`config.mk`:
```
export PLATFORM = sky130hd
export DESIGN_NAME = row_correlator
export DESIGN_NICKNAME = d
export VERILOG_FILES = /design/src/pm_pkg.sv /design/src/row_correlator.sv
export SDC_FILE = /design/constraint.sdc
export NUM_CORES = 1
export LEC_CHECK = 0
export BUFFER_PORTS_ARGS = -buffer_cell sky130_fd_sc_hd__buf_2
export CAP_MARGIN = 20
export CORE_AREA = 2 2 162 164
export DETAILED_ROUTE_END_ITERATION = 12
export DIE_AREA = 0 0 164 166
export PLACE_DENSITY_LB_ADDON = 0.25
export RECOVER_POWER = 100
export SLEW_MARGIN = 0
export SYNTH_ARGS = -nofsm -noshare
export SYNTH_HDL_FRONTEND = slang
export SYNTH_SLANG_ARGS = --single-unit
```
`constraint.sdc`:
```
create_clock -name clk -period 8.6 [get_ports clk]
set_input_delay 1.29 -clock clk [delete_from_list [all_inputs] [get_ports clk]]
set_output_delay 1.29 -clock clk [all_outputs]
set_load 0.01 [all_outputs]
```
`src/pm_pkg.sv`:
```
package pm_pkg;

	// frame geometry, pixels arrive already filtered
	localparam int IMG_COLS = 12;
	localparam int IMG_ROWS = 12;

	localparam int PAT_SIZE = 6;                // side of the square pattern and window

	// lowest window score that counts as a detection, compared signed
	localparam int DETECT_THRESHOLD = 1572;

	// complete windows in one frame, 7 by 7 for a 12 by 12 frame
	localparam int WINDOWS_PER_FRAME = (IMG_COLS - PAT_SIZE + 1) * (IMG_ROWS - PAT_SIZE + 1);

	typedef logic [7:0] pixel_t;                // unsigned image sample
	typedef logic signed [7:0] coef_t;          // signed pattern coefficient

	// six products of 9 bit signed by 8 bit signed need 19 bits
	typedef logic signed [18:0] row_sum_t;

	// six row sums need three more bits
	typedef logic signed [21:0] score_t;

	typedef logic [5:0] count_t;                // holds up to 63 detections

	typedef logic [3:0] col_t;
	typedef logic [3:0] row_t;
	typedef logic [2:0] tap_t;                  // row or column inside the pattern

	// the detection count restarts on the first score of a frame
	typedef enum logic {
		BETWEEN_FRAMES,
		IN_FRAME
	} frame_state_t;

endpackage

```
`src/row_correlator.sv`:
```
module row_correlator import pm_pkg::*; #(
	parameter int ROW_IDX = 0                   // pattern row held by this instance
) (
	input  logic clk,
	input  logic rst,
	input  logic win_valid,
	input  pixel_t [PAT_SIZE-1:0] win_row,
	input  logic coef_wr,
	input  tap_t coef_row,
	input  tap_t coef_col,
	input  coef_t coef_data,
	output logic sum_valid,
	output row_sum_t row_sum
);

	coef_t coef [PAT_SIZE];                     // coefficient c multiplies win_row[c]
	logic coef_hit;
	row_sum_t sum_next;

	// only writes to this row and to a column inside the pattern are taken
	assign coef_hit = coef_wr
		&& (coef_row == tap_t'(ROW_IDX))
		&& (coef_col < tap_t'(PAT_SIZE));

	always_ff @(posedge clk) begin
		if (coef_hit) begin
			coef[coef_col] <= coef_data;
		end
	end

	// pixels are unsigned, so a zero bit in front makes them positive signed values
	always_comb begin
		sum_next = '0;
		for (int c = 0; c < PAT_SIZE; c++) begin
			sum_next = sum_next
				+ row_sum_t'($signed({1'b0, win_row[c]})) * row_sum_t'(coef[c]);
		end
	end

	always_ff @(posedge clk) begin
		if (rst) begin
			sum_valid <= 1'b0;
		end else begin
			sum_valid <= win_valid;             // one cycle behind the window
		end
	end

	always_ff @(posedge clk) begin
		if (win_valid) begin
			row_sum <= sum_next;
		end
	end

endmodule

```
# Yosys cells after proc, flatten, opt, wreduce, memory -nomap -nowiden
# Memory sizes are Yosys's and may differ from the RTL's.
# Index checks and enable logic that the tools add are counted.
# word_totals
ramBits	48
in_bits	66
register_bits	20
n_memories	1
word_cells	20
# memory_table
memory	words	word_bits	rd	rd_clocked_by_memory_dff	write_ports	line_no	rtl
coef	6	8	6	0	1	row_correlator.sv:16	coef_t coef [PAT_SIZE];
# op_classes
reduce_logical	3
mux	2
n_lt_le_gt_ge	1
multipliers	6
add_sub_neg	5
# op_table
operator	n
$mul A9 B8 Y17	6
$add A19 B17 Y19	3
$add A18 B17 Y19	1
$add A17 B17 Y18	1
$logic_not A3 Y1	1
$lt A3 B3 Y1 const B	1
$logic_and A1 B1 Y1	2
$mux W1	2

# Depth between registers and ports, before layout
# depth
ltp_word	6
depth_mapped	27
depth_no_buf	26

# Worst setup path after synthesis
# OpenSTA, ideal clock, no wires.
# synth_timing
path_kind	input-to-reg
from	input win_row[4] in the netlist's numbering
to	register row_sum[14] (data pin)
arrival_ps	7414
n_path_buf	1
path_slack_ps	927
t_required_ps	8341
path_stages	23
path_cell_list	clkbuf_1 > nand2_1 > fa_1 > fa_1 > inv_1 > fa_1 > fa_1 > inv_1 > fa_1 > fa_1 > inv_1 > fa_1 > fa_1 > inv_1 > fa_1 > inv_1 > ha_1 > nand3_1 > nor2_1 > o41ai_2 > and2_1 > nor4bb_1 > a211o_1
# synth_between
elab_chain_cells	6
# synth_lines
item	line_no	rtl
start, declared	row_correlator.sv:7	input pixel_t [PAT_SIZE-1:0] win_row,
$mul A9 B8 Y17	row_correlator.sv:36	+ row_sum_t'($signed({1'b0, win_row[c]})) * row_sum_t'(coef[c]);
$add A17 B17 Y18	row_correlator.sv:36	
$add A18 B17 Y19	row_correlator.sv:36	
$add A19 B17 Y19 (3 in a row)	row_correlator.sv:36	
named net sum_next[14]	row_correlator.sv:18	row_sum_t sum_next;
end signal, assigned	row_correlator.sv:50	row_sum <= sum_next;
end, declared	row_correlator.sv:13	output row_sum_t row_sum
# The timed path passes the listed nets, and every way through them passes these cells.
# A chain may end at the register's enable or synchronous reset.

# Worst setup path after layout
# layout_timing
from	input win_row[42] in the netlist's numbering
to	register row_sum[14] (data pin)
# layout_between
elab_chain_cells	2
# layout_lines
item	line_no
$mul A9 B8 Y17	row_correlator.sv:36
$add A19 B17 Y19	row_correlator.sv:36
named net sum_next[14]	row_correlator.sv:18
# The timed path passes the listed nets, and every way through them passes these cells.

==> flow_metrics.py <==
metrics = {
    "drt": {
        "routed_via_density": 5.25,
        "vias": 10692,
        "ant_nets": 0,
        "drcViolationCount": 0,
        "wire_per_inst_um": 17.7,
        "dr.pass1.iters": 5,
        "dr.first_iter.drc_count": 619,
        "drt_wl_total_mm": 36.0,
    },
    "sta": {
        "hold_viol": 0,
        "final.setup.tns_ns": 0,
        "rsz0062_at_grt": "false",
        "worstMarginPinSlew_ns": 1.51,
        "setup_viol": 0,
        "final.period_utilization_pct": 92.3,
        "slew_headroom_pct": -1.63,
        "maxSlewViolCount": 9,
        "maxClockFrequency_mhz": 126,
        "finClkSkew_ns": 0.0118,
        "post-route-min-period_ns": 7.94,
    },
    "outcome": {
        "status": "finished with violations",
        "violations": "capacitance limit, slew limit",
    },
    "global_routing": {
        "track_usage_pct": 29.1,
        "met1_usage_pct": 39.4,
        "grt_pass1_wl_mm": 60.0,
        "antenna_found_initial": 4,
        "grt_pass1_vias": 11763,
        "grtUsageMet2_pct": 48.6,
        "grt_overflow": 0,
        "grt_util_met3_pct": 4.17,
        "busiest_layer": "met2",
        "grt_max_degree": 21,
    },
    "clock_tree": {
        "cts_buffers": 9,
        "cts_tree": "done",
        "holdBufCountCts": 0,
        "post_cts_resized": 0,
        "h-tree-depth": 3,
        "postCtsSetupRepairBufs": 0,
        "worstSkewPairLatency_ns": 0.35,
        "clk_pin_slew_ns": 0.07,
        "cts_buffer_depth": 2,
        "cts_root_buf": "clkbuf_16",
        "clock_sinks": 68,
    },
    "die": {
        "fp.dieH_um": 166,
        "die_x_um": 164,
        "io_pins": 86,
        "die_area_um2": 27200,
        "rows": 59,
        "coreArea_um2": 25600,
        "start_util_pct": 63.9,
    },
    "flow_run": {
        "maxCapViolations": 1,
    },
    "critical_path": {
        "end_kind": "flop",
        "setup.worst_path.start_class": "input pin",
        "criticalPathCategory": "in2reg",
        "worstPathArrival_ns": 8.05,
        "cp_max_fo": 8,
        "cp.required_ns": 8.71,
    },
    "layout": {
        "seqCellArea_um2": 2030,
        "final_nets": 2327,
        "layout_commonest_cell": "inv_1",
        "drive_gt1_share_pct": 4.42,
        "multiInputGateArea_um2": 12500,
        "nFillCells": 1985,
        "mostFrequentLayoutCells": "inv_1, fa_1, and2_1",
        "area_growth_pct": 6.69,
    },
    "synthesis": {
        "syn_area_per_cell_um2": 10.2,
        "ys_ff_latch": 68,
        "ys_seq_area_share_pct": 12.4,
        "synth_cell_type_count": 35,
        "synth_area_um2": 16400,
        "mappedNetlistNets": 2234,
        "yosys_warnings": 0,
        "syn_inst": 1600,
    },
    "placement": {
        "gp_congestion": 0.885,
        "dp_hpwl_mm": 31.7,
        "port_buffers": 85,
    },
    "hold_path": {
        "hp-class": "reg2reg",
    },
}
[kinds of logic (layout without fill, tap and decap cells)]
group | count (synthesis) | in the layout | share of synthesized area (%)
other cells | 0 | 4 | 0
simple gates | 420 | 420 | 13.6
fa+ha+maj | 568 | 568 | 60.1
buf+inv | 488 | 586 | 11.2
flops | 68 | 68 | 12.4
compound gates | 32 | 32 | 1.42
xor+xnor | 24 | 24 | 1.28
[final cells by class]
cell class	count	share of cell area [%]
inverters	482	10.4
multi-input cells	1044	71.6
flip-flops and latches	68	11.6
diodes	4	0.0573
repair buffers	88	2.31
clock inverters	6	0.365
clock buffers	10	1.31
well taps	335	2.40
[worst max-delay path, stage by stage]
cell      delay (ns)
clkbuf_1        0.28
and2_0          0.22
fa_1            0.46
fa_1            0.50
fa_1            0.54
inv_1           0.05
fa_1            0.52
inv_1           0.05
fa_1            0.48
fa_1            0.59
fa_1            0.43
fa_1            0.49
inv_1           0.05
fa_1            0.47
inv_1           0.04
ha_1            0.32
nand3_1         0.11
nor2_1          0.06
o41ai_1         0.35
buf_4           0.21
and2_0          0.23
nor4bb_1        0.08
a211o_1         0.22
[through the flow]
step	setup slack (ns)	hold slack, ns	utilization [%]	std cells	area [µm²]
2_1_floorplan	0.927	0.842	-	1600	16400
4_1_cts	0.768	1.03	68.4	2033	17500
6_report	0.659	1.07	68.2	2037	17500
3_3_place_gp	0.471	0.987	67.2	2017	17200
3_5_place_dp	0.405	1.01	67.2	2017	17200
5_1_grt	0.308	1.09	68.2	2037	17500
[registers in the layout, indices dropped and copies added (netlist names)]
signal	count
coef	48
row_sum	19
sum_valid	1
[layer usage]
metal | part of all wire [%] | vias to the layer above | wire length, µm
met4 | 3.2 | 0 | 1130
li1 | - | 4849 | -
met2 | 51 | 341 | 18300
met5 | 0 | - | 0
met1 | 40 | 5441 | 14300
met3 | 6.3 | 61 | 2250
[synth_stat cells (all sizes together)]
library cell  instances  area, µm²
o21ai                 3       15.0
nor4bb                1       10.0
o21bai                2       15.0
xor2                  8       70.1
a21o                  3       23.8
o211ai                2       15.0
a211oi                1       12.5
and2                218       1360
a211o                 2       17.5
ha                  204       2550
nor3                  6       30.0
o2bb2ai               1       8.76
nor2b                11       68.8
xnor2                16        140
and2b                 2       15.0
o21a                  1       7.51
nand2               125        469
or3                   1       7.51
clkbuf                6       22.5
o41ai                 1       16.3
dfxtp                 1       20.0
a31oi                 5       31.3
nand3                 2       10.0
or4b                  1       10.0
clkinv                1       3.75
a21oi                10       53.8
edfxtp               67       2010
nand2b               18        113
nor2                 35        134
fa                  364       7290
o311ai                1       16.3
inv                 481       1810
[worst paths after layout]
path | slack [ns] | cells after the start | start | endpoint
worst max-delay path | 0.66 | 23 | win_row[42] | row_sum[14]
worst min-delay path | 1.07 | 3 | coef[4][0] | row_sum[0]
worst max register to register | 1.09 | 22 | coef[4][7] | row_sum[14]
worst min register to register | 1.07 | 3 | coef[4][0] | row_sum[0]
Power is not shown: default switching activity piles up to over one toggle a cycle in this logic, so the estimate is an artifact.
