**src/pm_pkg.sv**
```systemverilog
package pm_pkg;

	// frame geometry, pixels arrive already filtered
	localparam int IMG_COLS = 12;
	localparam int IMG_ROWS = 12;

	localparam int PAT_SIZE = 6;                // side of the square pattern and window

	// lowest window score that counts as a detection, compared signed
	localparam int DETECT_THRESHOLD = 1572;

	// complete windows in one frame, 7 by 7 for a 12 by 12 frame
	localparam int WINDOWS_PER_FRAME = (IMG_COLS - PAT_SIZE + 1) * (IMG_ROWS - PAT_SIZE + 1);

	typedef logic [7:0] pixel_t;                // unsigned image sample
	typedef logic signed [7:0] coef_t;          // signed pattern coefficient

	// six products of 9 bit signed by 8 bit signed need 19 bits
	typedef logic signed [18:0] row_sum_t;

	// six row sums need three more bits
	typedef logic signed [21:0] score_t;

	typedef logic [5:0] count_t;                // holds up to 63 detections

	typedef logic [3:0] col_t;
	typedef logic [3:0] row_t;
	typedef logic [2:0] tap_t;                  // row or column inside the pattern

	// the detection count restarts on the first score of a frame
	typedef enum logic {
		BETWEEN_FRAMES,
		IN_FRAME
	} frame_state_t;

endpackage

```
**src/detect_counter.sv**
```systemverilog
module detect_counter import pm_pkg::*; (
	input  logic clk,
	input  logic rst,
	input  logic sum_valid,
	input  logic sum_last,
	input  row_sum_t [PAT_SIZE-1:0] row_sums,
	output logic score_valid,
	output score_t score,
	output logic frame_done,
	output count_t match_count
);

	frame_state_t state;
	score_t score_next;
	logic hit;                                  // the window being added is a detection

	always_comb begin
		score_next = '0;
		for (int r = 0; r < PAT_SIZE; r++) begin
			score_next = score_next + score_t'(row_sums[r]);
		end
	end

	assign hit = (score_next >= score_t'(DETECT_THRESHOLD));

	always_ff @(posedge clk) begin
		if (sum_valid) begin
			score <= score_next;
		end
	end

	// frame_done rides with the score of the bottom-right window
	always_ff @(posedge clk) begin
		if (rst) begin
			score_valid <= 1'b0;
			frame_done <= 1'b0;
		end else begin
			score_valid <= sum_valid;
			frame_done <= sum_valid && sum_last;
		end
	end

	// match_count keeps the finished total until the next frame produces a score
	always_ff @(posedge clk) begin
		if (rst) begin
			state <= BETWEEN_FRAMES;
			match_count <= '0;
		end else if (sum_valid) begin
			case (state)
				BETWEEN_FRAMES: begin
					match_count <= count_t'(hit); // first score of a frame restarts the count
					if (!sum_last) begin
						state <= IN_FRAME;
					end
				end
				IN_FRAME: begin
					match_count <= match_count + count_t'(hit);
					if (sum_last) begin
						state <= BETWEEN_FRAMES;
					end
				end
				default: begin
					state <= BETWEEN_FRAMES;
				end
			endcase
		end
	end

endmodule

```
**config.mk**
```make
export PLATFORM = sky130hd
export DESIGN_NAME = detect_counter
export DESIGN_NICKNAME = d
export VERILOG_FILES = /design/src/pm_pkg.sv /design/src/detect_counter.sv
export SDC_FILE = /design/constraint.sdc
export NUM_CORES = 1
export LEC_CHECK = 0
export BUFFER_PORTS_ARGS = -buffer_cell sky130_fd_sc_hd__buf_2
export CORE_MARGIN = 4
export CORE_UTILIZATION = 35
export DETAILED_ROUTE_END_ITERATION = 10
export GPL_TIMING_DRIVEN = 0
export SLEW_MARGIN = 20
export SYNTH_ARGS = -nofsm -noshare
export SYNTH_HDL_FRONTEND = slang
export SYNTH_SLANG_ARGS = --single-unit
```
**constraint.sdc**
```tcl
create_clock -name clk -period 5.3 [get_ports clk]
set_clock_uncertainty 0.2 [all_clocks]
set_input_delay 0.795 -clock clk [delete_from_list [all_inputs] [get_ports clk]]
set_output_delay 0.795 -clock clk [all_outputs]
set_load 0.01 [all_outputs]
```
# Word level (Yosys, flattened, before mapping)

Cells that the tools add are included.

Register bits: 31
Input bits: 118
Output and inout port bits: 30
Word-level logic and storage cells: 16

Add/sub/neg operators: 6
Magnitude comparators: 1
Muxes and demuxes: 2
Bitwise gates (word level): 1
Reduce and logical (&&, ||, !) cells: 1

Operators with widths:

| cell                 | number |
|---|---|
| $add 22x19->22       | 2 |
| $add 21x19->22       | 1 |
| $ge 22x12->1 const B | 1 |
| $add 20x19->21       | 1 |
| $add 19x19->20       | 1 |
| $pmux 6 s2           | 1 |
| $add 6x1->6          | 1 |
| $logic_and 1x1->1    | 1 |
| $mux 1               | 1 |
| $not 1->1            | 1 |

# Longest topological paths before layout

Depth in word-level cells: 8
Gate-level depth with buffers: 23
Gate-level depth less buffers: 23

# Least setup slack after synthesis

OpenSTA, ideal clock, no wires.

Path type: input to register
Start: input port row_sums[2] (netlist bit)
End: register match_count[4]
Setup time: 0.115 ns
Arrival time: 5.368 ns
Required time: 4.985 ns
Path slack: -0.382 ns
Cell stages on the path: 23
Path buffers: 0
Cells stage by stage: inv_1 > fa_1 > inv_1 > fa_1 > inv_1 > fa_1 > inv_1 > ha_1 > fa_1 > a211oi_2 > o211ai_1 > o21a_1 > a311oi_1 > xnor2_1 > a2111oi_2 > nand4b_1 > nor3_1 > nor2_1 > ha_1 > ha_1 > nand4_1 > xor2_1 > nor2_1

Word-level cells in the longest chain between the ends: 8

RTL lines:

| what                        | RTL line             | source |
|---|---|---|
| from (decl)                 | detect_counter.sv:6  | `input row_sum_t [PAT_SIZE-1:0] row_sums,` |
| $add 19x19->20              | detect_counter.sv:20 | `score_next = score_next + score_t'(row_sums[r]);` |
| $add 20x19->21              | detect_counter.sv:20 |  |
| $add 21x19->22              | detect_counter.sv:20 |  |
| $add 22x19->22 (2 in a row) | detect_counter.sv:20 |  |
| via score_next[14]          | detect_counter.sv:14 | `score_t score_next;` |
| $ge 22x12->1                | detect_counter.sv:24 | `assign hit = (score_next >= score_t'(DETECT_THRESHOLD));` |
| $add 6x1->6                 | detect_counter.sv:57 | `match_count <= match_count + count_t'(hit);` |
| $pmux 6 s2                  | detect_counter.sv:49 | `case (state)` |
| to (signal assigned)        | detect_counter.sv:51 | `match_count <= count_t'(hit);` |
| to (signal assigned)        | detect_counter.sv:57 |  |
| to (decl)                   | detect_counter.sv:10 | `output count_t match_count` |

The timed path passes the listed nets, and every way through them passes these cells.
A chain may end at the register's enable or synchronous reset.

# Worst setup path after layout

Start: input port row_sums[40] (netlist bit)
End: register match_count[4]

Word-level cells in the longest chain between the ends: 7

RTL lines:

| what                        | RTL line |
|---|---|
| $add 20x19->21              | detect_counter.sv:20 |
| $add 21x19->22              | detect_counter.sv:20 |
| $add 22x19->22 (2 in a row) | detect_counter.sv:20 |
| via score_next[14]          | detect_counter.sv:14 |
| $ge 22x12->1                | detect_counter.sv:24 |
| $add 6x1->6                 | detect_counter.sv:57 |
| $pmux 6 s2                  | detect_counter.sv:49 |

The timed path passes the listed nets, and every way through them passes these cells.

==> qor.yml <==
outcome: "complete, but fails checks"
violations: "setup timing"
fp.dieW_um: 120
drv_cap: 0
startpoint_type: "primary input"
ant_nets: 0
wl_met3_um: 524
hold_viol_final: 0
htreeDepth: 2
powerDensity_mw_per_mm2: 537
layout_commonest_cell: "inv_1"
p_sw_mw: 1.36
clk_pin_slew_ps: 50
path_delay_family: "adder cells"
critPathKind: "primary input to flip-flop"
drc: 0
final_layout_size_suffix_gt1_share_pct: 31.2
ys_seq_area_share_pct: 19.3
switching_share_pct: 44.4
fp.dieH_um: 120
async_flop_share_pct: 0
worst_ep_required_time_ps: 5260
grt_pass1_wl_um: 15000
numCtsBuffers: 5
drv_slew: 0
critPathSlowestCell: "fa_1"
netlist_area_mm2: 0.00436
timing.rr.end: "match_count[5]"
post-route-period-util_pct: 104
period_needed_ps: 5500
synth_cells: 478
grt_overflow_total: 0
area_growth_pct: 31.0
p_leak_nw: 3.19
rows: 40
cts_sinks: 31
power.total_mw: 3.07
min_to: "match_count[1]"
worst_ir_drop_vdd_v: 0.000187
drt-total-wl_um: 8360
vias: 3404
worstMarginPinSlew_ps: 548
synth_edf_count: 22
cts_tree: "yes"
synth-seq-cells: 31
crit_fanout: 3
post_drt_wl_per_cell_um: 10.2
nets: 865
pre_cts_slack_ps: -589
clockBufferDepth: 2
maxSlewHeadroom_pct: 63.4
start_util_pct: 36.0
r2r-start: "match_count[0]"
yosysWarnings: 0
io-pin-count: 148
place_hpwl_um: 7450
path_cells: "buf_8 > inv_8 > fa_1 > inv_1 > fa_1 > inv_1 > fa_1 > inv_2 > ha_4 > fa_2 > a211oi_2 > o211ai_1 > o21a_1 > a311oi_2 > xnor2_2 > a2111oi_2 > nand4b_1 > nor3_2 > nor2_2 > ha_2 > ha_4 > nand4_1 > xor2_1 > nor2_1"
synth_area_leaders: "fa_1 36%, inv_1 18%, edfxtp_1 15%"
cp.arrival_ps: 5460
intPower_mw: 1.71
crit_buf_inv: 5
rsz0062_at_grt: "yes"
cts_root_buffer: "clkbuf_16"
pwr-share-clk_pct: 8.5
crit_path_end_kind: "flip-flop"
gr-usage-all-layers_pct: 12.1
finalWorstSetupSlack_ps: -199
reg2reg_slack_ps: 3800
wl_met1_um: 3760
r2r_cells: 4
antenna_cells: 0
yosysTopAreaCellShare_pct: 35.8
post-synth-top-area-cell: "fa_1"
core_area_mm2: 0.0121
clk_latency_ps: 270
grt_max_degree: 25
hold_path_class: "flip-flop to flip-flop"
first_iter_violations: 86
portBuffers: 147
first_global_vias: 3652
drtPass1Iterations: 4
p_seq_share_pct: 15.8
comb_power_share_pct: 75.8
top_layer: "met4"
vias_per_cell: 4.17
setup_viol: 6
dieArea_mm2: 0.0143
gp_congestion: 0.797
worstHoldStart: "state"
slowest_delay_ps: 520
path_common_cell: "fa_1"
final_cell_mix: "201 x inv_1, 145 x buf_2, 76 x fa_1, 22 x edfxtp_1, 16 x a21oi_1"
clock.fmax_mhz: 182
route.met2.wl_um: 4060
ys.flop_type: "edfxtp_1"
synth.avg_cell_area_um2: 9.13
antenna_found_initial: 0
syn-num-nets: 696
holdPathStages: 2
yosys.cell_types.count: 41
[layout make-up]
class,instances,area [um^2]
clock inverters,2,7.51
inverters,206,781
plain buffers,2,25.0
clock buffers,6,129
multi-input cells,239,2860
well taps,168,210
repair buffers,162,865
fillers,1218,6400
flip-flops and latches,31,841
[cell usage after synthesis (3+ instances only)]
| master | number |
|---|---|
| a211oi_2 | 3 |
| fa_1 | 78 |
| nor3_1 | 6 |
| o21ai_0 | 9 |
| o211ai_1 | 6 |
| and3_1 | 3 |
| nand2_1 | 13 |
| ha_1 | 22 |
| inv_1 | 206 |
| nand4_1 | 3 |
| a21oi_1 | 18 |
| dfxtp_1 | 9 |
| edfxtp_1 | 22 |
| nor2_1 | 16 |
| a21o_1 | 6 |
| xor2_1 | 15 |
| nand3_1 | 3 |
| and2_1 | 3 |
| xnor2_1 | 9 |
[cells by family (layout without fill, tap and decap cells)]
family | after synthesis | after routing | synth area share (%)
xor+xnor | 24 | 24 | 4.82
flops | 31 | 31 | 19.3
simple gates | 55 | 55 | 6.11
compound gates | 60 | 60 | 9.41
fa+ha+maj | 100 | 100 | 42.1
buf+inv | 208 | 378 | 18.3
[registers in the layout (all words and copies together), names as in the netlist]
name and count:
score 22, state 1, frame_done 1, score_valid 1
match_count 6
[power by group through the flow]
| stage | Clock, mW | Combinational [mW] | Sequential (mW) |
|---|---|---|---|
| global placement | 0 | 2.01 | 0.490 |
| global route | 0.276 | 2.65 | 0.491 |
| finish | 0.259 | 2.33 | 0.484 |
| detailed placement | 0 | 2.04 | 0.490 |
| floorplan | 0 | 1.50 | 0.537 |
| CTS | 0.266 | 2.19 | 0.486 |
[worst register-to-register path: stages (launching register included)]
cell	delay, ps
dfxtp_1	360
ha_2	220
nand4_1	130
or3_1	380
a21oi_1	150
[per-stage QoR]
| stage | utilization (%) | hold WS, ps | setup TNS, ps | std cells | area, um^2 |
|---|---|---|---|---|---|
| after floorplan | - | 270 | -505 | 478 | 4410 |
| after global placement | 44.2 | 277 | -3170 | 793 | 5350 |
| after detailed placement | 44.2 | 302 | -3210 | 793 | 5350 |
| after CTS | 46.4 | 312 | -1020 | 811 | 5620 |
| after global routing | 47.2 | 328 | -2270 | 816 | 5720 |
| final | 47.2 | 310 | -891 | 816 | 5720 |
[repair_timing]
action,CTS,global route
hold buffers,0,0
gates resized for setup,12,11
endpoints found under the setup margin,6,6
hold endpoints to repair,0,0
buffers inserted,10,5
pin swaps,24,17
[worst max path at each step]
| stage | from | endpoint | slack (ps) | cells after the start |
|---|---|---|---|---|
| final | row_sums[40] | match_count[4] | -200 | 24 |
| after global routing | row_sums[41] | match_count[4] | -440 | 24 |
| after CTS | row_sums[40] | match_count[4] | -210 | 24 |
| after detailed placement | row_sums[40] | match_count[4] | -590 | 23 |
| after global placement | row_sums[40] | match_count[4] | -590 | 23 |
| after floorplan | row_sums[40] | match_count[4] | -160 | 22 |
[routing by layer]
| layer | global-route usage [%] | up-vias |
|---|---|---|
| met5 | 0 | - |
| met4 | 2.15 | 0 |
| met3 | 1.70 | 2 |
| met2 | 22.0 | 97 |
| met1 | 15.5 | 1582 |
| li1 | - | 1723 |
(Power assumes the default switching activity.)
