`src/pm_pkg.sv`:
```
package pm_pkg;

	// frame geometry, pixels arrive already filtered
	localparam int IMG_COLS = 12;
	localparam int IMG_ROWS = 12;

	localparam int PAT_SIZE = 6;                // side of the square pattern and window

	// lowest window score that counts as a detection, compared signed
	localparam int DETECT_THRESHOLD = 1572;

	// complete windows in one frame, 7 by 7 for a 12 by 12 frame
	localparam int WINDOWS_PER_FRAME = (IMG_COLS - PAT_SIZE + 1) * (IMG_ROWS - PAT_SIZE + 1);

	typedef logic [7:0] pixel_t;                // unsigned image sample
	typedef logic signed [7:0] coef_t;          // signed pattern coefficient

	// six products of 9 bit signed by 8 bit signed need 19 bits
	typedef logic signed [18:0] row_sum_t;

	// six row sums need three more bits
	typedef logic signed [21:0] score_t;

	typedef logic [5:0] count_t;                // holds up to 63 detections

	typedef logic [3:0] col_t;
	typedef logic [3:0] row_t;
	typedef logic [2:0] tap_t;                  // row or column inside the pattern

	// the detection count restarts on the first score of a frame
	typedef enum logic {
		BETWEEN_FRAMES,
		IN_FRAME
	} frame_state_t;

endpackage

```
`src/window_feed.sv`:
```
module window_feed import pm_pkg::*; (
	input  logic clk,
	input  logic rst,
	input  logic pix_valid,
	input  pixel_t pix_data,
	output logic win_valid,
	output logic win_last,
	output pixel_t [PAT_SIZE-1:0][PAT_SIZE-1:0] win_pix
);

	// win_pix[r][c] is the pixel in window row r and window column c,
	// with row 0 at the top and column 0 on the left

	col_t col;                                  // column of the incoming pixel
	row_t row;                                  // row of the incoming pixel
	logic last_col;
	logic last_row;
	logic win_done;

	// buffer 0 holds the line just above the current one, buffer 4 the oldest
	pixel_t line_buf [PAT_SIZE-1][IMG_COLS];

	pixel_t [PAT_SIZE-1:0] new_col;             // column entering the window on the right

	assign last_col = (col == col_t'(IMG_COLS - 1));
	assign last_row = (row == row_t'(IMG_ROWS - 1));

	// the incoming pixel is the bottom-right corner of a complete window
	assign win_done = (col >= col_t'(PAT_SIZE - 1)) && (row >= row_t'(PAT_SIZE - 1));

	always_ff @(posedge clk) begin
		if (rst) begin
			col <= '0;
			row <= '0;
		end else if (pix_valid) begin
			if (last_col) begin
				col <= '0;
				if (last_row) begin
					row <= '0;                  // wrap to the start of the next frame
				end else begin
					row <= row + 1'b1;
				end
			end else begin
				col <= col + 1'b1;
			end
		end
	end

	// the window register is loaded on the same edge, so the tag lines up with win_pix
	always_ff @(posedge clk) begin
		if (rst) begin
			win_valid <= 1'b0;
			win_last <= 1'b0;
		end else begin
			win_valid <= pix_valid && win_done;
			win_last <= pix_valid && last_col && last_row;
		end
	end

	// bottom entry is the live pixel and the entries above come from older lines
	always_comb begin
		new_col[PAT_SIZE-1] = pix_data;
		for (int r = 0; r < PAT_SIZE - 1; r++) begin
			new_col[r] = line_buf[PAT_SIZE-2-r][col];
		end
	end

	// each pixel pushes the column below it one line deeper
	always_ff @(posedge clk) begin
		if (pix_valid) begin
			line_buf[0][col] <= pix_data;
			for (int k = 1; k < PAT_SIZE - 1; k++) begin
				line_buf[k][col] <= line_buf[k-1][col];
			end
		end
	end

	// window slides one column left per accepted pixel
	always_ff @(posedge clk) begin
		if (pix_valid) begin
			for (int r = 0; r < PAT_SIZE; r++) begin
				for (int c = 0; c < PAT_SIZE - 1; c++) begin
					win_pix[r][c] <= win_pix[r][c+1];
				end
				win_pix[r][PAT_SIZE-1] <= new_col[r];
			end
		end
	end

	// at the left edge of a row the window still holds columns of the row above,
	// but win_done keeps those windows from being reported

endmodule
```
`config.mk`:
```
export PLATFORM = sky130hd
export DESIGN_NAME = window_feed
export DESIGN_NICKNAME = d
export VERILOG_FILES = /design/src/pm_pkg.sv /design/src/window_feed.sv
export SDC_FILE = /design/constraint.sdc
export NUM_CORES = 1
export LEC_CHECK = 0
export BUFFER_PORTS_ARGS = -buffer_cell sky130_fd_sc_hd__buf_4
export CAP_MARGIN = 15
export CELL_PAD_IN_SITES_DETAIL_PLACEMENT = 1
export CELL_PAD_IN_SITES_GLOBAL_PLACEMENT = 2
export CORE_ASPECT_RATIO = 1.1
export CORE_MARGIN = 4
export CORE_UTILIZATION = 43
export CTS_BUF_LIST = sky130_fd_sc_hd__clkbuf_2 sky130_fd_sc_hd__clkbuf_4 sky130_fd_sc_hd__clkbuf_8
export CTS_CLUSTER_DIAMETER = 100
export CTS_CLUSTER_SIZE = 12
export DETAILED_ROUTE_END_ITERATION = 8
export GPL_TIMING_DRIVEN = 0
export HOLD_SLACK_MARGIN = 0.08
export PLACE_DENSITY_LB_ADDON = 0.1
export SETUP_SLACK_MARGIN = 0.05
export SYNTH_ARGS = -nofsm -noshare
export SYNTH_HDL_FRONTEND = slang
export SYNTH_SLANG_ARGS = --single-unit
```
`constraint.sdc`:
```
create_clock -name clk -period 4 [get_ports clk]
set_input_delay 0.2 -clock clk [delete_from_list [all_inputs] [get_ports clk]]
set_output_delay 0.2 -clock clk [all_outputs]
set_load 0.02 [all_outputs]
```
# Word-level counts from Yosys, hierarchy flattened
# Memory sizes are Yosys's and may differ from the RTL's.
# Cells that the tools add are included.
# word_totals
ff_bits,298
ramBits,480
inputBits,11
output_inout_bits,290
elab_cells,77
n_memories,1
# classes
add_sub_neg,2
n_lt_le_gt_ge,4
eq_ne,2
muxes,21
n_bitwise,1
n_reduce_logical,6
# mem_list
memory,depth,width,read_ports,rd_clocked_by_memory_dff,write_ports,line_no,source
line_buf,5,96,5,0,5,window_feed.sv:21,pixel_t line_buf [PAT_SIZE-1][IMG_COLS];
# op_table
cell,n
8-bit binary-select mux with 4-bit select,5
96-bit two-way mux,1
8-bit two-way mux,11
8-bit demux with 4-bit select,1
"4-bit by 1-bit adder with 4-bit output, second input constant",2
"4-bit == test, second input constant",2
"4-bit by 3-bit greater-or-equal comparator with 1-bit output, second input constant",2
4-bit two-way mux,2
"5-bit greater-or-equal comparator, second input constant",1
1-bit logical AND,5
"5-bit by 1-bit less-than comparator with 1-bit output, second input constant",1
4-bit NOT with 5-bit output,1
2-bit AND reduction,1
1-bit two-way mux,1

# Longest topological paths before layout
# Gate-level depths: netlist of the first run.
# logic_depth
depth_word,6
depth_mapped,8
depth_no_buf,5

# Worst setup path after synthesis of the first run
# Ideal clock, no wire load.
# synth_timing
path_type,reg-to-reg
start,register col[0]
end,"memory line_buf[0][64] (netlist bit), enable pin"
setup_time_ps,487
arrival_ps,3366
t_required_ps,3513
setup_slack_ps,147
stages_incl_launch_ff,4
path_buffers,0
synth_period_minus_slack_ps,3853
cell_sequence,dfxtp_1 -> ha_1 -> nand2_1 -> nor3_1
# synth_lines
item,line_no,source
start: declaration,window_feed.sv:14,col_t col;
start signal: assignment,window_feed.sv:44,col <= col + 1'b1;
end: declaration,window_feed.sv:21,

==> summary.md, run 1 <==
| Metric | Value |
|---|---|
| Status | `complete, no violations` |
| Starting Density | `between 40% and 50%` |
| Vias in the first global route | `between 10000 and 15000` |
| Crit path max fanout | `87` |
| Die Area | `approximately 68000 µm²` |
| Commonest non-fill, non-tap cell in the layout | `edfxtp_1` |
| Post-synth EDFFs | `768` |
| Critical path endpoint category | `flip-flop` |
| Worst Path Arrival | `around 3.4 ns` |
| Finished Core Util | `between 50% and 60%` |
| Via Count | `12500` |
| Die W | `around 250 µm` |
| Commonest non-fill, non-tap cells in the layout | `768 x edfxtp_1, 303 x buf_4, 120 x mux4_2` |
| Drt total wl | `just under 60000 µm` |
| Share of cells above drive strength 1 | `38.1%` |
| Grt total ovfl | `0` |
| Setup Viol. Count Final | `0` |
| Area of the multi-input gates | `just under 4000 µm²` |
| Ports | `approximately 300` |
| Ys flop type | `edfxtp_1` |
| Worst reg2reg setup slack | `between 1 and 1.5 ns` |
| Clk_skew | `around 0.028 ns` |
| Fin. max-slew vios | `0` |
| IO Port Bufs | `299` |
| Final ANT Viol Nets | `0` |
| WL/cell | `about 25 µm` |
| Synth Instances | `about 1100` |
| Global-route wire length before repair | `88000 µm` |
| Top post-synthesis cells by area | `edfxtp_1 84%, mux4_2 9.9%, a22oi_2 1.2%` |
| Final min period | `3.07 ns` |
| H-Tree Depth | `3` |
| Critical Path RT | `between 4 and 5 ns` |
| Clk sink count | `roughly 800` |
| Post-route DRC violation count | `0` |
| Gr usage total | `17.2%` |
| 1st-iter DRT viols | `950` |
| Max-cap viol count | `0` |
| Syn nets | `approximately 1100` |
| Worst Tran Pin Value | `0.961 ns` |
| Synth Area per Inst | `between 20 and 25 µm²` |
| Detail Placement HPWL | `about 36000 µm` |
| FF+latch count, synth | `around 780` |
| DR pass1 iterations | `5` |
| VDD IR-drop max | `216 µV` |
| Synth top area share | `between 80% and 90%` |
| Final Hold Fails | `0` |
| Syn. warnings | `0` |
| Largest net degree at the start of global routing | `approximately 120` |
| Core area | `62700 µm²` |
| RSZ-0062 raised after global routing | `false` |
| Worst min-delay path class | `in2reg` |
| Num CTS Buffers | `between 70 and 80` |
| Rows | `96` |
| Final Cycle Share | `between 70% and 80%` |
| Register area | `23300 µm²` |
| Post-Route Setup TNS | `0 ns` |
| Chip height | `~270 µm` |
| Synth async-reset ratio | `0%` |
| Mapped Area | `27400 µm²` |
| Final setup margin | `slightly above 0.9 ns` |
| Cell variety after synth | `33` |
| DR vias/cell | `approximately 5.2` |
| Fillers | `~5500` |
| LEAKAGE | `10.8 nW` |
| Clk pin slew, worst setup/hold paths | `0.08 ns` |
| Antenna violations before repair | `1` |
| Area Growth Syn to Fin | `18.0%` |
| Slew headroom | `a little over a third` |
| Maximum buffer depth of the clock tree | `3` |
| Worst setup SP type | `primary input` |
| Cell accounting for the most synthesized area | `edfxtp_1` |
| Power Dens Cells | `slightly below 500 nW/µm²` |
| Clk_lat worst skew | `roughly 0.67 ns` |
| Setup bufs post-CTS | `0` |
| Nets@finish | `~1500` |
| Max Freq | `~0.33 GHz` |
| Critical setup path kind | `in2reg` |
| DP Worst Slack | `between 0.7 and 0.8 ns` |
| CTS tree | `built` |
| CTS Root Buffer Type | `clkbuf_8` |
| Seq/Total Area, Yosys | `85.0%` |
| Final Wtd Congestion | `~0.71` |
## sequential cells by signal, indices dropped and copies added, names as in the netlist
name	count
line_buf	480
win_pix	288
col	4
win_last	1
win_valid	1
row	4
## path summary, 6_finish.rpt
check | from | end | depth (start not counted)
max | pix_valid | line_buf[1][89] | 7
min | pix_data[6] | line_buf[0][94] | 2
max reg2reg | col[1] | line_buf[1][11] | 5
min reg2reg | win_pix[80] | win_pix[72] | 0
## Yosys cell counts, types with 7 or more instances
cell type  number
edfxtp_1      768
mux4_2        120
nand2_1        86
a22oi_2        27
buf_2          15
a22oi_1        14
clkbuf_1       13
dfxtp_1        10
ha_1            7
## power by group
group          total, mW  internal (mW)  switching (mW)
Combinational       1.62          0.587            1.03
Clock               4.29           1.81            2.47
Sequential          9.67           9.54           0.131
Total               15.6           11.9            3.64
## cells by family (layout without fill, tap and decap cells)
kind of cell,Yosys count,in the layout,share of synthesized area [%]
muxes,121,121,9.92
and+or+nand+nor,117,117,1.85
other,0,4,0
AOI/OAI and AO/OA,51,51,1.84
DFF,778,778,85.0
xor gates and xnor gates,2,2,0.0641
adders and majority gates,7,7,0.320
buffers and inverters,50,464,0.961
## worst max-delay path, cell delays in order
cell and delay, ns:
dlygate4sd3_1 0.56, buf_8 0.48, buf_16 0.34, buf_2 0.30, nor3b_1 0.40, and2_2 0.78, buf_12 0.27
## per-stage QoR
stage          cells  instance area [µm²]  hold WS [ns]  total power, mW
2_1_floorplan   1126                27400         0.299             10.7
3_3_place_gp    2258                30600         0.428             11.4
3_5_place_dp    2277                31000         0.436             11.5
4_1_cts         2373                32300         0.313             15.9
5_1_grt         2377                32300         0.374             16.3
6_report        2377                32300         0.376             15.6
## layout make-up
class | count | share of cell area (%)
clock buffer | 84 | 3.48
clock inverter | 2 | 0.0349
inverter | 6 | 0.0698
antenna | 4 | 0.0310
multi-input combinational | 298 | 11.9
sequential | 778 | 72.1
buffer | 44 | 0.744
tap | 833 | 3.23
timing repair buffer | 328 | 8.42
## layer usage
| layer | wire length (µm) | up-vias | track usage, % |
|---|---|---|---|
| li1 | - | 5410 | - |
| met1 | 24500 | 6718 | 22.6 |
| met2 | 30800 | 288 | 29.9 |
| met3 | 2700 | 60 | 3.20 |
| met4 | 917 | 0 | 4.50 |
| met5 | 0 | - | 0 |
## repair_timing
action	4_1_cts	5_1_grt
hold buffers	10	0
resized for setup	0	0
hold endpoints to repair	199	0
Power figures use the tool's default switching activity.
==> inputs of run 2 (changes only) <==
- ABC_AREA: unset -> 1
- CORE_UTILIZATION: 43 -> 38
- clock period: 4 -> 2.68 ns (I/O delays scaled with it)
==> run 2 against run 1 <==
Via count grew 49%. Largest power group unchanged. Synthesized cell count grew 120%. Synthesized area grew 10%. Setup slack lost 0.78 ns.
==> summary.md, run 2 <==
| Metric | Value |
|---|---|
| Status | `complete, no violations` |
| Register area | `23300 µm² (unchanged)` |
| Largest net degree at the start of global routing | `128 (+3.2%)` |
| Commonest non-fill, non-tap cells in the layout | `768 x edfxtp_1, 740 x nand2_1, 492 x inv_1` |
| Global-route wire length before repair | `123000 µm (+40%)` |
| Combinational power share | `11.9% (+1.5 points)` |
| Critical Path RT | `2.98 ns (-1.37 ns)` |
| Die W | `276 µm (+11%)` |
| Dpl cells | `3796 (+67%)` |
| CP Buf/Inv Count | `4 (-1)` |
| Power Dens Cells | `665 nW/µm² (+38%)` |
| Worst Tran Pin Value | `0.847 ns (-0.113 ns)` |
| Post-synth EDFFs | `768 (unchanged)` |
| Share of cells above drive strength 1 | `18.7% (-19 points)` |
| Syn. warnings | `0 (unchanged)` |
| Crit-path slowest cell | `nor2_4` |
| Clk sink count | `778 (unchanged)` |
| Post-Route Setup TNS | `0 ns (unchanged)` |
| Clk_lat worst skew | `0.67 ns (about the same)` |
| Maximum buffer depth of the clock tree | `3 (unchanged)` |
| Cell Int Power | `17.7 mW (+48%)` |
| Antenna violations before repair | `3 (+2)` |
| Mapped Area | `30100 µm² (+10%)` |
| Family with the most delay on the worst path | `simple AND/OR/NAND/NOR gates` |
| Reg with most FFs | `line_buf` |
| Clk_skew | `0.0326 ns (+0.00459 ns)` |
| WL/cell | `21.3 µm (-14%)` |
| Drt total wl | `83200 µm (+42%)` |
| Cell accounting for the most synthesized area | `edfxtp_1` |
| FF+latch count, synth | `778 (unchanged)` |
| Min Hold Slack | `0.224 ns (-0.152 ns)` |
| Detail Placement HPWL | `52800 µm (+45%)` |
| Slew headroom | `43.5% (+7.6 points)` |
| Worst-path cell chain | `buf_4 -> inv_4 -> buf_6 -> buf_4 -> ha_1 -> nand2_1 -> nor2_4` |
| Synth top area share | `76.5% (-7.8 points)` |
| Top post-synthesis cells by area | `edfxtp_1 77%, nand2_1 9.2%, inv_1 6.1%` |
| Final Hold Fails | `0 (unchanged)` |
| Gr usage total | `19.6% (+2.4 points)` |
| H-Tree Depth | `3 (unchanged)` |
| Final min period | `2.54 ns` |
| Worst min-delay path class | `in2reg` |
| Critical setup path kind | `reg2reg` |
| Most frequent CP cell | `buf_4` |
| Vias in the first global route | `19700 (+44%)` |
| Ports | `301 (unchanged)` |
| Cell variety after synth | `20 (-39%)` |
| LEAKAGE | `15.1 nW (+40%)` |
| Area of the multi-input gates | `4660 µm² (+21%)` |
| Rows | `108 (+13%)` |
| IO Port Bufs | `300 (+0.33%)` |
| Core area | `78800 µm² (+26%)` |
| Max-cap viol count | `0 (unchanged)` |
| Synth Instances | `2433 (+120%)` |
| Synth async-reset ratio | `0% (unchanged)` |
| Final Wtd Congestion | `0.767 (+8.7%)` |
| Starting Density | `38.2% (-5.4 points)` |
| Setup Viol. Count Final | `0 (unchanged)` |
| Num CTS Buffers | `74 (unchanged)` |
| Switching Share | `25.5% (+2.2 points)` |
| CP max stage delay | `0.55 ns (-0.23 ns)` |
| Post-route DRC violation count | `0 (unchanged)` |
| Clock share of power | `27.5% (about the same)` |
| Routed wl met3 | `3990 µm (+48%)` |
| CTS tree | `built` |
| Final ANT Viol Nets | `0 (unchanged)` |
| Fin. max-slew vios | `0 (unchanged)` |
| Non-filler instance count after layout | `3913 (+65%)` |
| Largest register FFs | `480 (unchanged)` |
| Met2 wire length | `42700 µm (+39%)` |
| Nets@finish | `2877 (+86%)` |
| Via Count | `18600 (+49%)` |
| Sequential Power Share | `60.6% (-1.5 points)` |
| DR vias/cell | `4.75 (-9.5%)` |
| Worst setup SP type | `flip-flop` |
| Max Freq | `~0.39 GHz` |
| Synth Area per Inst | `12.4 µm² (-49%)` |
| Finished Core Util | `45.3% (-6.1 points)` |
| Most frequent cells after synthesis | `768 x edfxtp_1, 742 x nand2_1, 493 x inv_1` |
| Area Growth Syn to Fin | `18.5%` |
| Crit path max fanout | `11 (-87%)` |
| Grt total ovfl | `0 (unchanged)` |
| Fillers | `8276 (+50%)` |
| Worst Path Arrival | `2.84 ns (-0.58 ns)` |
| DR pass1 iterations | `5 (unchanged)` |
| Die Area | `83900 µm² (+24%)` |
| CTS Root Buffer Type | `clkbuf_8` |
| Ys flop type | `edfxtp_1` |
| Clk pin slew, worst setup/hold paths | `0.09 ns (about the same)` |
| Met1 wire length | `34700 µm (+42%)` |
| Seq/Total Area, Yosys | `77.2% (-7.8 points)` |
| Final Cycle Share | `a little over nine tenths` |
| Count leader, synth | `edfxtp_1` |
| Commonest non-fill, non-tap cell in the layout | `edfxtp_1` |
| Largest regs | `line_buf: 480 flops, win_pix: 288 flops` |
| Chip height | `303 µm (+11%)` |
| 1st-iter DRT viols | `1189 (+25%)` |
| VDD IR-drop max | `388 µV (+80%)` |
| Syn nets | `2451 (+110%)` |
| Critical path endpoint category | `flip-flop` |
| RSZ-0062 raised after global routing | `false` |
| Highest Signal Layer | `met4` |
| P_sw | `6.06 mW (+66%)` |
==> run 2: changes by cell type after synthesis, sizes merged, moves of 3 or more <==
cell / delta
and2: -6
nand3: +284
mux4: -120
nand2b: -3
nand2: +656
nor2b: -4
and3: -4
inv: +489
nor2: +20
a22oi: -41
buf: +50
==> run 2: repair_timing <==
item                                    in CTS  in global routing
pin swaps                                   12                  1
setup buffers                               16                  1
endpoints found under the setup margin     692                228
hold endpoints to repair                   164                  0
hold buffers                                10                  0
cloned                                       5                  0
resized for setup                           14                 11
==> run 2: routing by layer <==
layer	up-vias	global-route usage [%]
met5	-	0
met1	9372	24.5
met3	106	2.99
met4	0	5.63
met2	441	35.6
li1	8664	-
==> run 2: final timing paths <==
check	cells past startpoint	from	endpoint	slack (ns)
max	7	col[0]	line_buf[3][40]	0.14
min	3	rst	col[2]	0.22
max reg2reg	7	col[0]	line_buf[3][40]	0.14
min reg2reg	0	win_pix[119]	win_pix[111]	0.45
==> run 2: worst register-to-register path, cell delays in order (launching register included) <==
cell	delay, ns
dfxtp_1	0.34
buf_4	0.20
inv_4	0.15
buf_6	0.18
buf_4	0.25
ha_1	0.18
nand2_1	0.34
nor2_4	0.55
==> run 2: power groups by stage <==
| stage | combinational [mW] | sequential, mW | clock [mW] |
|---|---|---|---|
| 3_3_place_gp | 2.72 | 14.7 | 0 |
| 2_1_floorplan | 1.00 | 15.0 | 0 |
| 3_5_place_dp | 2.82 | 14.7 | 0 |
| 6_report | 2.83 | 14.4 | 6.52 |
| 5_1_grt | 3.07 | 14.4 | 7.32 |
| 4_1_cts | 2.87 | 14.4 | 6.84 |
==> run 2: layout make-up <==
cell class	count	share of cell area (%)
Clock buffer	82	3.09
Sequential cell	778	65.1
Tap cell	1045	3.66
Antenna cell	1	0.00701
Multi-Input combinational cell	1073	13.0
Timing Repair Buffer	345	8.26
Inverter	495	5.21
Buffer	92	1.56
Clock inverter	2	0.0350
==> run 2: kinds of logic after synthesis <==
kind of cell / count (synthesis) / share of synthesized area, %
and+or+nand+nor: 1054 / 14.4
adders and majority gates: 7 / 0.291
buffers and inverters: 587 / 8.01
AOI/OAI and AO/OA: 6 / 0.0997
xor gates and xnor gates: 1 / 0.0291
DFF: 778 / 77.2
==> run 2: through the flow <==
step / area, µm² / power [mW] / setup WS, ns
4_1_cts: 35700 / 24.1 / 0.0201
2_1_floorplan: 30100 / 16.0 / -0.551
5_1_grt: 35700 / 24.8 / 0.0516
3_3_place_gp: 33700 / 17.4 / -5.11
6_report: 35700 / 23.7 / 0.141
3_5_place_dp: 34100 / 17.5 / -0.437
==> inputs of run 3 (changes only) <==
- ABC_AREA: 1 -> unset
- CORE_UTILIZATION: 38 -> 43
==> run 3 against run 2 <==
The run now ends with negative hold slack left. Final cell count shrank 39%. Utilization grew 6.2 points. Critical path depth shrank 2. Register-to-register slack gained 0.02 ns. Cell area shrank 9.5%. Critical endpoint is now line_buf[4][14].
==> summary.md, run 3 (same netlist as run 1, synthesis figures left out) <==
| Metric | Value |
|---|---|
| Status | `finished with violations` |
| Failing checks | `negative hold slack` |
| Num CTS Buffers | `74 (unchanged)` |
| Sequential Power Share | `62.2% (+1.6 points)` |
| Via Count | `12400 (-33%)` |
| P_sw | `5.42 mW (-10%)` |
| Worst reg2reg setup slack | `0.16 ns (+0.02 ns)` |
| Maximum buffer depth of the clock tree | `3 (unchanged)` |
| Clk_skew | `0.0219 ns (-0.0107 ns)` |
| Switching Share | `23.4% (-2.1 points)` |
| Worst Path Arrival | `2.79 ns (-0.05 ns)` |
| LEAKAGE | `10.8 nW (-29%)` |
| CP max stage delay | `0.59 ns (+0.04 ns)` |
| Antenna violations before repair | `1 (-2)` |
| Critical setup path kind | `reg2reg` |
| Clock share of power | `27.3% (-0.2 points)` |
| Worst hold start | `pix_valid` |
| Placed instance area | `31000 µm² (-9.2%)` |
| Clk sink count | `778 (unchanged)` |
| Post-Route Setup TNS | `0 ns (unchanged)` |
| IO Port Bufs | `299 (-0.33%)` |
| Ports | `301 (unchanged)` |
| Worst Setup SP | `col[1]` |
| Fillers | `5517 (-33%)` |
| Chip height | `273 µm (-10%)` |
| Met2 Use GR | `29.9% (-5.6 points)` |
| Cell Int Power | `17.8 mW (+0.64%)` |
| Area Growth Syn to Fin | `18.1%` |
| Largest regs | `line_buf: 480 flops, win_pix: 288 flops` |
| Crit-path slowest cell | `clkbuf_1` |
| Grt total ovfl | `0 (unchanged)` |
| Core area | `62700 µm² (-20%)` |
| Clk_lat worst skew | `0.66 ns (about the same)` |
| Worst r2r src | `col[1]` |
| Max-cap viol count | `0 (unchanged)` |
| DR pass1 iterations | `6 (+1)` |
| Final Cycle Share | `93.8% (-0.88 points)` |
| RSZ-0062 raised after global routing | `true` |
| Worst-path cell chain | `buf_2 -> clkbuf_1 -> mux4_2 -> a22oi_1 -> nand2_1` |
| Critical Path RT | `2.96 ns (-0.02 ns)` |
| DP Worst Slack | `-0.590 ns (-0.152 ns)` |
| Largest register FFs | `480 (unchanged)` |
| Fin. max-slew vios | `0 (unchanged)` |
| Worst r2r dst | `line_buf[4][14]` |
| CP Buf/Inv Count | `2 (-2)` |
| Critical path endpoint category | `flip-flop` |
| Clk pin slew, worst setup/hold paths | `0.08 ns (about the same)` |
| Die W | `248 µm (-10%)` |
| Final ANT Viol Nets | `0 (unchanged)` |
| Detail Placement HPWL | `35800 µm (-32%)` |
| Critical Path End | `line_buf[4][14]` |
| Crit path max fanout | `13 (+2)` |
| Worst Tran Pin Value | `1.03 ns (+0.188 ns)` |
| Drt total wl | `58700 µm (-29%)` |
| Max Freq | `0.398 GHz (+0.94%)` |
| Min Hold Slack | `-0.0316 ns (-0.256 ns)` |
| Setup bufs post-CTS | `0 (-16)` |
| Gr usage total | `17.2% (-2.4 points)` |
| Register area | `23300 µm² (unchanged)` |
| Commonest non-fill, non-tap cell in the layout | `edfxtp_1` |
| CTS Root Buffer Type | `clkbuf_8` |
| Die Area | `67700 µm² (-19%)` |
| Slew headroom | `31.0% (-13 points)` |
| Combinational power share | `10.5% (-1.4 points)` |
| Global-route wire length before repair | `88300 µm (-28%)` |
| Final Wtd Congestion | `0.692 (-9.9%)` |
| Busiest grt layer | `met2` |
| Final Hold Fails | `7 (+7)` |
| Crit path depth | `5 (-2)` |
| Worst setup SP type | `flip-flop` |
| H-Tree Depth | `3 (unchanged)` |
| Area of the multi-input gates | `3910 µm² (-16%)` |
| Final setup margin | `0.165 ns (+0.0236 ns)` |
| Family with the most delay on the worst path | `buffers and inverters` |
| Commonest non-fill, non-tap cells in the layout | `768 x edfxtp_1, 304 x buf_4, 120 x mux4_2` |
| WL/cell | `24.8 µm (+16%)` |
| Reg with most FFs | `line_buf` |
| Rows | `96 (-11%)` |
| Share of cells above drive strength 1 | `39.6% (+21 points)` |
| Setup Viol. Count Final | `0 (unchanged)` |
| Nets@finish | `1544 (-46%)` |
| GRT met3 Usage | `3.37% (+0.38 points)` |
| Worst min-delay path class | `in2reg` |
| Post-route cell area | `32300 µm² (-9.5%)` |
| Met1 usage in global routing | `22.7% (-1.8 points)` |
| Starting Density | `43.6% (+5.4 points)` |
| DR vias/cell | `5.25 (+10%)` |
| Largest net degree at the start of global routing | `118 (-7.8%)` |
| CTS Hold Buffers Added | `9 (-1)` |
| Vias in the first global route | `13600 (-31%)` |
| VDD IR-drop max | `357 µV (-8.0%)` |
| Worst R2R Path Depth | `5 (-2)` |
| Final min period | `2.52 ns (-0.0236 ns)` |
| Post-route DRC violation count | `0 (unchanged)` |
| CTS tree | `built` |
| 1st-iter DRT viols | `895 (-25%)` |
| Power Dens Cells | `718 nW/µm² (+8.1%)` |
==> run 3: through the flow <==
stage	std cells	util [%]	total power, mW	hold slack, ns
3_5_place_dp	2274	49.5	17.2	0.416
6_report	2370	51.5	23.2	-0.0316
4_1_cts	2369	51.4	23.6	-0.0650
2_1_floorplan	1126	-	16.0	0.233
5_1_grt	2370	51.5	24.3	-0.0256
3_3_place_gp	2258	48.9	17.1	0.405
==> run 3: worst reg2reg max path, cell delays in order (launching register included) <==
cell and delay (ns):
dfxtp_1 0.39, buf_2 0.24, clkbuf_1 0.60, mux4_2 0.42, a22oi_1 0.16, nand2_1 0.33
==> run 3: power by group through the flow <==
| stage | combinational, mW | clock, mW | sequential [mW] |
|---|---|---|---|
| final | 2.44 | 6.35 | 14.4 |
| after floorplan | 0.897 | 0 | 15.1 |
| after detailed placement | 2.46 | 0 | 14.7 |
| after global routing | 2.62 | 7.18 | 14.5 |
| after global placement | 2.37 | 0 | 14.7 |
| after CTS | 2.48 | 6.70 | 14.4 |
==> run 3: what timing repair did <==
action,in CTS,in global routing
endpoints found under the hold margin,201,87
endpoints found under the setup margin,269,423
pin swaps,0,0
gates resized for setup,12,27
cloned,0,0
==> run 3: worst min-delay path by stage <==
stage | end | slack (ns) | cells past startpoint
after floorplan | line_buf[0][0] | 0.23 | 0
after global placement | win_pix[285] | 0.41 | 1
after detailed placement | win_pix[285] | 0.42 | 1
after CTS | win_pix[179] | -0.07 | 1
after global routing | win_pix[163] | -0.03 | 1
final | win_pix[171] | -0.03 | 1
==> run 3: cell type report <==
cell class / count / area share [%]
plain buffers: 44 / 0.802
repair buffers: 324 / 8.32
clock buffers: 83 / 3.42
clock inverters: 3 / 0.0581
flip-flops and latches: 778 / 72.0
well taps: 833 / 3.23
inverters: 6 / 0.0697
diodes: 1 / 0.00774
multi-input cells: 298 / 12.1
==> run 3: metal layers <==
metal / share of wire (%) / vias up
li1: - / 5404
met1: 42 / 6660
met2: 52 / 311
met3: 4.8 / 60
met4: 1.3 / 0
met5: 0 / -
